<file path="src/source/lin_class_coef_pkg.sv">
`default_nettype none

package lin_class_coef_pkg;

	////////////////////////////////////////
	// Classifier weights
	////////////////////////////////////////

	// Weight of im1, built as im1 + 4*im1
	localparam int W_IM1 = 5;

	// Offset folded into the im2 term
	localparam int BIAS = 76;

	// im3 weight is split in two terms
	// 54 = 8*(7*im3) + (-2*im3)
	localparam int W_IM3_A = 7;
	localparam int W_IM3_B = -2;

	// Left shift of the 7*im3 term in the second stage
	localparam int SHIFT_A = 3;

	// Effective im3 weight after recombination
	localparam int W_IM3 = 54;

	// im2 itself has unit weight
	// so it needs no constant of its own

endpackage

`default_nettype wire

</file>
<file path="src/source/lin_class_types_pkg.sv">
`default_nettype none

package lin_class_types_pkg;

	////////////////////////////////////////
	// Datapath vector types
	////////////////////////////////////////

	// One raw input sample, two's complement
	typedef logic signed [5:0] pixel_t;

	// First-stage weighted term
	// Widest case is 8*im3 before the subtract, -256
	typedef logic signed [8:0] term_t;

	// Partial sums and the full classifier sum
	// Range of the full sum is -1844 to 1936
	typedef logic signed [11:0] part_t;

	// Output word, sign extended from part_t
	typedef logic signed [15:0] wgt_t;

	////////////////////////////////////////
	// Split adder geometry
	////////////////////////////////////////

	// Bits added and registered in the early half
	localparam int LOW_W = 6;

endpackage

`default_nettype wire
</file>
<file path="src/source/term_if.sv">
`timescale 1ns/1ps
`default_nettype none

// First-stage terms from term_gen to the adder tree
// No handshake, the terms are plain combinational levels
interface term_if;

	// 5*im1
	lin_class_types_pkg::term_t t_im1;

	// im2 + bias
	lin_class_types_pkg::term_t t_im2;

	// 7*im3, shifted later in the second stage
	lin_class_types_pkg::term_t t_im3a;

	// -2*im3
	lin_class_types_pkg::term_t t_im3b;

	// Producer side
	modport src (
		output t_im1,
		output t_im2,
		output t_im3a,
		output t_im3b
	);

	// Consumer side
	modport snk (
		input t_im1,
		input t_im2,
		input t_im3a,
		input t_im3b
	);

endinterface

`default_nettype wire

</file>
<file path="src/source/lin_class.sv">
`timescale 1ns/1ps
`default_nettype none

// Pipelined linear classifier
// 5*im1 + im2 + 76 + 54*im3, three edges of latency
module lin_class #(
	parameter int LOW_W = lin_class_types_pkg::LOW_W
) (
	input  logic                        i_clk,
	input  logic                        i_rst_n,
	input  lin_class_types_pkg::pixel_t i_im1,
	input  lin_class_types_pkg::pixel_t i_im2,
	input  lin_class_types_pkg::pixel_t i_im3,
	output lin_class_types_pkg::wgt_t   o_wgt_sum,
	output logic                        o_pos
);

	// First-stage terms
	term_if u_terms ();

	// Adder operands widened to part_t
	lin_class_types_pkg::part_t add_a_op_a;
	lin_class_types_pkg::part_t add_a_op_b;
	lin_class_types_pkg::part_t add_b_op_a;
	lin_class_types_pkg::part_t add_b_op_b;

	// Second-stage partial sums
	lin_class_types_pkg::part_t part_a;
	lin_class_types_pkg::part_t part_b;

	////////////////////////////////////////
	// Stage 1, constant terms
	////////////////////////////////////////

	term_gen u_term_gen (
		.i_im1   (i_im1),
		.i_im2   (i_im2),
		.i_im3   (i_im3),
		.o_terms (u_terms.src)
	);

	// Sign extension only, no logic
	assign add_a_op_a = lin_class_types_pkg::part_t'(u_terms.t_im1);
	assign add_a_op_b = lin_class_types_pkg::part_t'(u_terms.t_im2);
	assign add_b_op_a = lin_class_types_pkg::part_t'(u_terms.t_im3a);
	assign add_b_op_b = lin_class_types_pkg::part_t'(u_terms.t_im3b);

	////////////////////////////////////////
	// Stage 2, partial sums
	////////////////////////////////////////

	// 5*im1 + (im2 + 76)
	split_adder #(
		.LOW_W (LOW_W),
		.SHIFT (0)
	) u_add_a (
		.i_clk   (i_clk),
		.i_rst_n (i_rst_n),
		.i_a     (add_a_op_a),
		.i_b     (add_a_op_b),
		.o_sum   (part_a)
	);

	// 8*(7*im3) + (-2*im3)
	split_adder #(
		.LOW_W (LOW_W),
		.SHIFT (lin_class_coef_pkg::SHIFT_A)
	) u_add_b (
		.i_clk   (i_clk),
		.i_rst_n (i_rst_n),
		.i_a     (add_b_op_a),
		.i_b     (add_b_op_b),
		.o_sum   (part_b)
	);

	////////////////////////////////////////
	// Stage 3, final sum and decision
	////////////////////////////////////////

	decision_stage #(
		.LOW_W (LOW_W)
	) u_decision (
		.i_clk     (i_clk),
		.i_rst_n   (i_rst_n),
		.i_part_a  (part_a),
		.i_part_b  (part_b),
		.o_wgt_sum (o_wgt_sum),
		.o_pos     (o_pos)
	);

endmodule

`default_nettype wire

</file>
<file path="src/source/decision_stage.sv">
`timescale 1ns/1ps
`default_nettype none

module decision_stage #(
	parameter int LOW_W = lin_class_types_pkg::LOW_W
) (
	input  logic                       i_clk,
	input  logic                       i_rst_n,
	input  lin_class_types_pkg::part_t i_part_a,
	input  lin_class_types_pkg::part_t i_part_b,
	output lin_class_types_pkg::wgt_t  o_wgt_sum,
	output logic                       o_pos
);

	////////////////////////////////////////
	// Final addition
	////////////////////////////////////////

	// Sign bit position of the full sum
	localparam int SUM_MSB = $bits(lin_class_types_pkg::part_t) - 1;

	// Full classifier sum
	lin_class_types_pkg::part_t sum;

	// Third adder of the tree, no shift
	// Its low half registers at edge k+1
	split_adder #(
		.LOW_W (LOW_W),
		.SHIFT (0)
	) u_add_c (
		.i_clk   (i_clk),
		.i_rst_n (i_rst_n),
		.i_a     (i_part_a),
		.i_b     (i_part_b),
		.o_sum   (sum)
	);

	////////////////////////////////////////
	// Output register
	////////////////////////////////////////

	// Loads at edge k+2
	// Sum and flag come from the same result
	always_ff @(posedge i_clk or negedge i_rst_n) begin
		if (!i_rst_n) begin
			o_wgt_sum <= '0;
			o_pos     <= 1'b0;
		end else begin
			// Cast keeps the sign, four copies of bit 11 on top
			o_wgt_sum <= lin_class_types_pkg::wgt_t'(sum);
			// Zero counts as positive
			o_pos     <= ~sum[SUM_MSB];
		end
	end

endmodule

`default_nettype wire

</file>
<file path="src/source/split_adder.sv">
`timescale 1ns/1ps
`default_nettype none

// (a << SHIFT) + b over two phases
// Low half plus carry is registered at the edge
// High half is added afterwards from registered operand bits
module split_adder #(
	parameter int LOW_W = lin_class_types_pkg::LOW_W,
	parameter int SHIFT = 0
) (
	input  logic                       i_clk,
	input  logic                       i_rst_n,
	input  lin_class_types_pkg::part_t i_a,
	input  lin_class_types_pkg::part_t i_b,
	output lin_class_types_pkg::part_t o_sum
);

	////////////////////////////////////////
	// Geometry
	////////////////////////////////////////

	// Full sum width
	localparam int SUM_W = $bits(lin_class_types_pkg::part_t);

	// Late half width
	localparam int HIGH_W = SUM_W - LOW_W;

	// Operand a after the shift
	lin_class_types_pkg::part_t a_shl;

	// Early half with its carry out on top
	logic [LOW_W:0] low_sum;

	// Registered early result
	logic [LOW_W-1:0] low_q;
	logic             carry_q;

	// Registered high operand bits
	logic [HIGH_W-1:0] a_high_q;
	logic [HIGH_W-1:0] b_high_q;

	// Late half
	logic [HIGH_W-1:0] high_sum;

	////////////////////////////////////////
	// Early phase
	////////////////////////////////////////

	// Arithmetic shift, bits falling off the top are never set
	// for the ranges this adder sees
	assign a_shl = i_a <<< SHIFT;

	// Zero-extend both halves by one bit to catch the carry
	assign low_sum = {1'b0, a_shl[LOW_W-1:0]} + {1'b0, i_b[LOW_W-1:0]};

	always_ff @(posedge i_clk or negedge i_rst_n) begin
		if (!i_rst_n) begin
			low_q    <= '0;
			carry_q  <= 1'b0;
			a_high_q <= '0;
			b_high_q <= '0;
		end else begin
			// Finished low bits
			low_q    <= low_sum[LOW_W-1:0];
			// Carry into the high half
			carry_q  <= low_sum[LOW_W];
			// Untouched high operands
			a_high_q <= a_shl[SUM_W-1:LOW_W];
			b_high_q <= i_b[SUM_W-1:LOW_W];
		end
	end

	////////////////////////////////////////
	// Late phase
	////////////////////////////////////////

	// Two's complement wraps the same for signed and unsigned
	// so the top bits need no sign handling here
	assign high_sum = a_high_q + b_high_q + HIGH_W'(carry_q);

	// Whole result is valid one edge after the operands
	assign o_sum = {high_sum, low_q};

endmodule

`default_nettype wire

</file>
<file path="src/source/term_gen.sv">
`timescale 1ns/1ps
`default_nettype none

module term_gen (
	input  lin_class_types_pkg::pixel_t i_im1,
	input  lin_class_types_pkg::pixel_t i_im2,
	input  lin_class_types_pkg::pixel_t i_im3,
	term_if.src                         o_terms
);

	////////////////////////////////////////
	// Shift amounts
	////////////////////////////////////////

	// 5 = 4 + 1
	localparam int SH_IM1 = $clog2(lin_class_coef_pkg::W_IM1 - 1);

	// 7 = 8 - 1
	localparam int SH_IM3A = $clog2(lin_class_coef_pkg::W_IM3_A + 1);

	// -2 = -(2)
	localparam int SH_IM3B = $clog2(-lin_class_coef_pkg::W_IM3_B);

	// Inputs widened to the term width
	lin_class_types_pkg::term_t im1_x;
	lin_class_types_pkg::term_t im2_x;
	lin_class_types_pkg::term_t im3_x;

	// Bias as a term-width constant
	lin_class_types_pkg::term_t bias_x;

	// Shifted copies
	lin_class_types_pkg::term_t im1_sh;
	lin_class_types_pkg::term_t im3_sh_a;
	lin_class_types_pkg::term_t im3_sh_b;

	////////////////////////////////////////
	// Sign extension
	////////////////////////////////////////

	// All three samples are signed, cast keeps the sign
	assign im1_x = lin_class_types_pkg::term_t'(i_im1);
	assign im2_x = lin_class_types_pkg::term_t'(i_im2);
	assign im3_x = lin_class_types_pkg::term_t'(i_im3);

	// 76 fits easily in 9 bits
	assign bias_x = lin_class_types_pkg::term_t'(lin_class_coef_pkg::BIAS);

	////////////////////////////////////////
	// Constant products
	////////////////////////////////////////

	// 5*im1 as im1 + 4*im1
	// Range -160 to 155
	assign im1_sh = im1_x <<< SH_IM1;
	assign o_terms.t_im1 = im1_x + im1_sh;

	// im2 + 76
	// Always positive, 44 to 107
	assign o_terms.t_im2 = im2_x + bias_x;

	// 7*im3 as 8*im3 - im3
	// 8*(-32) = -256 is still representable
	assign im3_sh_a = im3_x <<< SH_IM3A;
	assign o_terms.t_im3a = im3_sh_a - im3_x;

	// -2*im3 as a negated single shift
	// Range -62 to 64
	assign im3_sh_b = im3_x <<< SH_IM3B;
	assign o_terms.t_im3b = -im3_sh_b;

	// No clock here
	// The terms settle from the inputs in the same cycle
	// and are sampled by the split adders at the next edge

endmodule

`default_nettype wire

</file>
<file path="config.mk">
export PLATFORM = sky130hd
export DESIGN_NAME = lin_class
export DESIGN_NICKNAME = d
export VERILOG_FILES = /design/src/source/lin_class_coef_pkg.sv /design/src/source/lin_class_types_pkg.sv /design/src/source/term_if.sv /design/src/source/lin_class.sv /design/src/source/decision_stage.sv /design/src/source/split_adder.sv /design/src/source/term_gen.sv
export SDC_FILE = /design/constraint.sdc
export NUM_CORES = 1
export LEC_CHECK = 0
export BUFFER_PORTS_ARGS = -buffer_cell sky130_fd_sc_hd__buf_2
export CORE_ASPECT_RATIO = 0.5
export CORE_MARGIN = 2
export CORE_UTILIZATION = 58
export CTS_CLUSTER_DIAMETER = 60
export DETAILED_ROUTE_END_ITERATION = 7
export GPL_ROUTABILITY_DRIVEN = 1
export PLACE_DENSITY = 0.78
export SKIP_LAST_GASP = 1
export SLEW_MARGIN = 20
export SYNTH_ARGS = -nofsm -noshare
export SYNTH_HDL_FRONTEND = slang
export SYNTH_SLANG_ARGS = --single-unit
</file>
<file path="constraint.sdc">
create_clock -name i_clk -period 1.8 [get_ports i_clk]
set_clock_uncertainty 0.1 [all_clocks]
set_input_delay 0.18 -clock i_clk [delete_from_list [all_inputs] [get_ports i_clk]]
set_output_delay 0.18 -clock i_clk [all_outputs]
set_load 0.02 [all_outputs]
</file>
==> flow_metrics.tcl <==
set metrics [dict create \
    htreeDepth 3 \
    post_drt_wl_per_cell_um 13.8 \
    port_buffers 36 \
    root_buffer "clkbuf_8" \
    drive_above_1_share_pct 20.7 \
    yosys_warnings 0 \
    vias 2095 \
    multi_input_area_um2 1550 \
    reg2reg_from "u_add_b.b_high_q[0]" \
    regArea_um2 1450 \
    grt_max_degree 59 \
    synthCells 272 \
    max_stage_delay_ns 0.60 \
    num-fill-cells 350 \
    crit_type "input port to flop" \
    hold_class "input port to flop" \
    cp_slowest_cell "dlygate4sd3_1" \
    cp-end-kind "flop" \
    hold_end "u_add_a.low_q[1]" \
    fmax_mhz 575 \
    cp-start-kind "input port" \
    async_flop_share_pct 100 \
    num_antenna_cells 0 \
    die_h_um 55.7 \
    power_mw 4.90 \
    syn_area_um2 3100 \
    hold_start "i_im2[1]" \
    cts_buffers 9 \
    ys_types 34 \
    start_util_pct 61.5 \
    place_inst 381 \
    finalHoldViolCount 0 \
    leakage_nw 1.83 \
    via_per_inst 5.19 \
    layout_min_cycle_time_ns 1.74 \
    drv_slew 0 \
    cellPowerDensity_nw_per_um2 1320 \
    die_w_um 107 \
    ys.flop_type "dfrtp_1" \
    drc 0 \
    r2r_slack_ns 0.07 \
    die-area_um2 5980 \
    tns_ns 0 \
    clock_path_buffers 2 \
    area_growth_pct 19.4 \
    r2r-end "u_decision.u_add_c.b_high_q[4]" \
    dpl.hpwl_um 4070 \
    clk_latency_ns 0.33 \
    fin_ws_ns 0.0615 \
    grt_pass1_vias 2181 \
    stdcell_count 404 \
    timing.final.crit_share_pct 96.6 \
    cts_tree "yes" \
    relSlewSlack_pct 77.6 \
    clk_pin_slew_ns 0.06 \
    overflow 0 \
    nNetsFinal 395 \
    placementRows 18 \
    status "finished clean" \
    synth-edff-count 0 \
    grt_util_all_layers_pct 21.5 \
    worstPathRequired_ns 1.91 \
    gp_congestion 0.813 \
    peakVddDrop_uv 806 \
    crit_start "i_im1[5]" \
    tightest_slew_ns 0.336 \
    cts.sinks 58 \
    antenna_found_initial 0 \
    cap_violations 0 \
    ios 37 \
    dp_worst_setup_slack_ns -0.224 \
    drt_iter0_drc 72 \
    arrival_ns 1.85 \
    core_area_um2 5040 \
    cp_cell_sequence "dlygate4sd3_1 -> ha_4 -> o21ai_0 -> nor2_1 -> nor2_1 -> ha_1 -> o21ai_0 -> nand2b_1" \
    drt_pass1_iterations 4 \
    grt_first_pass_wirelength_um 9720 \
    final_util_pct 73.4 \
    setup_viol 0 \
    worstHoldPathCells 2 \
    syn-num-nets 338 \
    wl_um 5580 \
    ys_seq_elements 58 \
    yosysSeqAreaShare_pct 46.8 \
    avgSynthCellArea_um2 11.4 \
    rsz0062_at_grt "yes" \
    path_max_fanout 3 \
    rr_worst_depth 7 \
    ant_nets 0 \
]
cell type report:
class	count	area share [%]
well taps	70	2.37
clock inverters	3	1.08
inverters	32	3.24
flip-flops and latches	58	39.2
clock buffers	13	3.75
multi-input cells	178	41.8
repair buffers	50	8.52
cells in the mapped netlist, drive strengths merged, types with 2 or more instances:
master / n / share of area [%]
or3: 2 / 0.40
xor2: 7 / 2.0
buf: 4 / 0.97
nor2: 16 / 1.9
ha: 38 / 15
a21o: 9 / 2.2
fa: 8 / 5.2
inv: 32 / 3.9
o21ai: 14 / 2.3
xnor2: 21 / 5.9
a21oi: 13 / 2.1
and2: 2 / 0.40
and3: 2 / 0.40
dfrtp: 58 / 47
o21a: 3 / 0.73
a211oi: 8 / 2.1
o31a: 2 / 0.57
a31oi: 2 / 0.40
nor2b: 2 / 0.40
nand2b: 8 / 1.6
nor3: 2 / 0.69
nand2: 9 / 1.1
flip-flops by register name, summed over array words and instances (netlist names), 3 cells and up:
signal	flops
u_decision.u_add_c.low_q	6
u_add_a.a_high_q	3
u_add_b.low_q	5
u_decision.u_add_c.b_high_q	6
u_add_b.a_high_q	6
u_decision.u_add_c.a_high_q	6
u_decision.o_wgt_sum	12
u_add_a.low_q	6
u_add_b.b_high_q	3
worst max-delay path by stage:
stage / slack [ns] / cells after the start / end
floorplan: 0.02 / 9 / u_add_a.low_q[5]
global placement: -0.13 / 10 / u_add_a.carry_q
detailed placement: -0.22 / 10 / u_add_a.low_q[5]
CTS: 0.02 / 7 / u_decision.u_add_c.b_high_q[4]
global route: -0.04 / 8 / u_add_a.carry_q
finish: 0.06 / 8 / u_add_a.carry_q
cell usage in the layout, fill, tap and decap left out, drive strengths merged, types with 2 or more instances in the layout:
cell,instances
dfrtp,58
a21oi,13
clkbuf,13
xnor2,21
o31a,2
ha,38
o21ai,14
nor2,16
fa,8
a31oi,2
dlygate4sd3,6
buf,44
or3,2
clkinv,2
nor2b,2
nand2b,8
a211oi,8
and2,2
nor3,2
and3,2
xor2,7
inv,32
o21a,3
a21o,9
nand2,9
report_power, final:
group / switching, mW / internal [mW]
clock network: 0.469 / 0.636
logic: 1.07 / 0.847
registers: 0.148 / 1.72
metrics by stage:
stage | instance area (µm²) | hold slack, ns
floorplan | 3110 | -0.216
global placement | 3420 | 0.0965
detailed placement | 3420 | 0.102
CTS | 3660 | 0.0267
global route | 3700 | 0.0479
finish | 3700 | 0.0386
metal layers:
| layer | GRT usage, % | share of wire (%) | vias up |
|---|---|---|---|
| met2 | 37.1 | 51 | 36 |
| met3 | 7.38 | 3.8 | 8 |
| met4 | 6.04 | 1.3 | 0 |
| met1 | 25.8 | 44 | 1020 |
| met5 | 0 | 0 | - |
| li1 | - | - | 1031 |
timing repair:
action                     CTS  global route
hold buffers                 6             0
resized for setup            3             7
setup endpoints to repair    2             6
hold endpoints to repair    64             0
buffers inserted             0             2
pin swaps                    0             5
cells by family (layout without fill, tap and decap cells):
family                     count (synthesis)  in the layout  synth area share, %
muxes                                      1              1                0.323
xor gates and xnor gates                  28             28                 7.91
AOI/OAI and AO/OA                         58             58                 12.3
buffers and inverters                     36             98                 4.84
DFF                                       58             58                 46.8
adders and majority gates                 46             46                 20.5
and+or+nand+nor                           45             45                 7.34
worst max-delay path: cells and delay by family:
kind | cells | cell delay (ns)
fa+ha+maj | 2 | 0.61
simple gates | 3 | 0.30
compound gates | 2 | 0.16
buf+inv | 1 | 0.60
No activity file was read; power rests on OpenSTA's default activity.
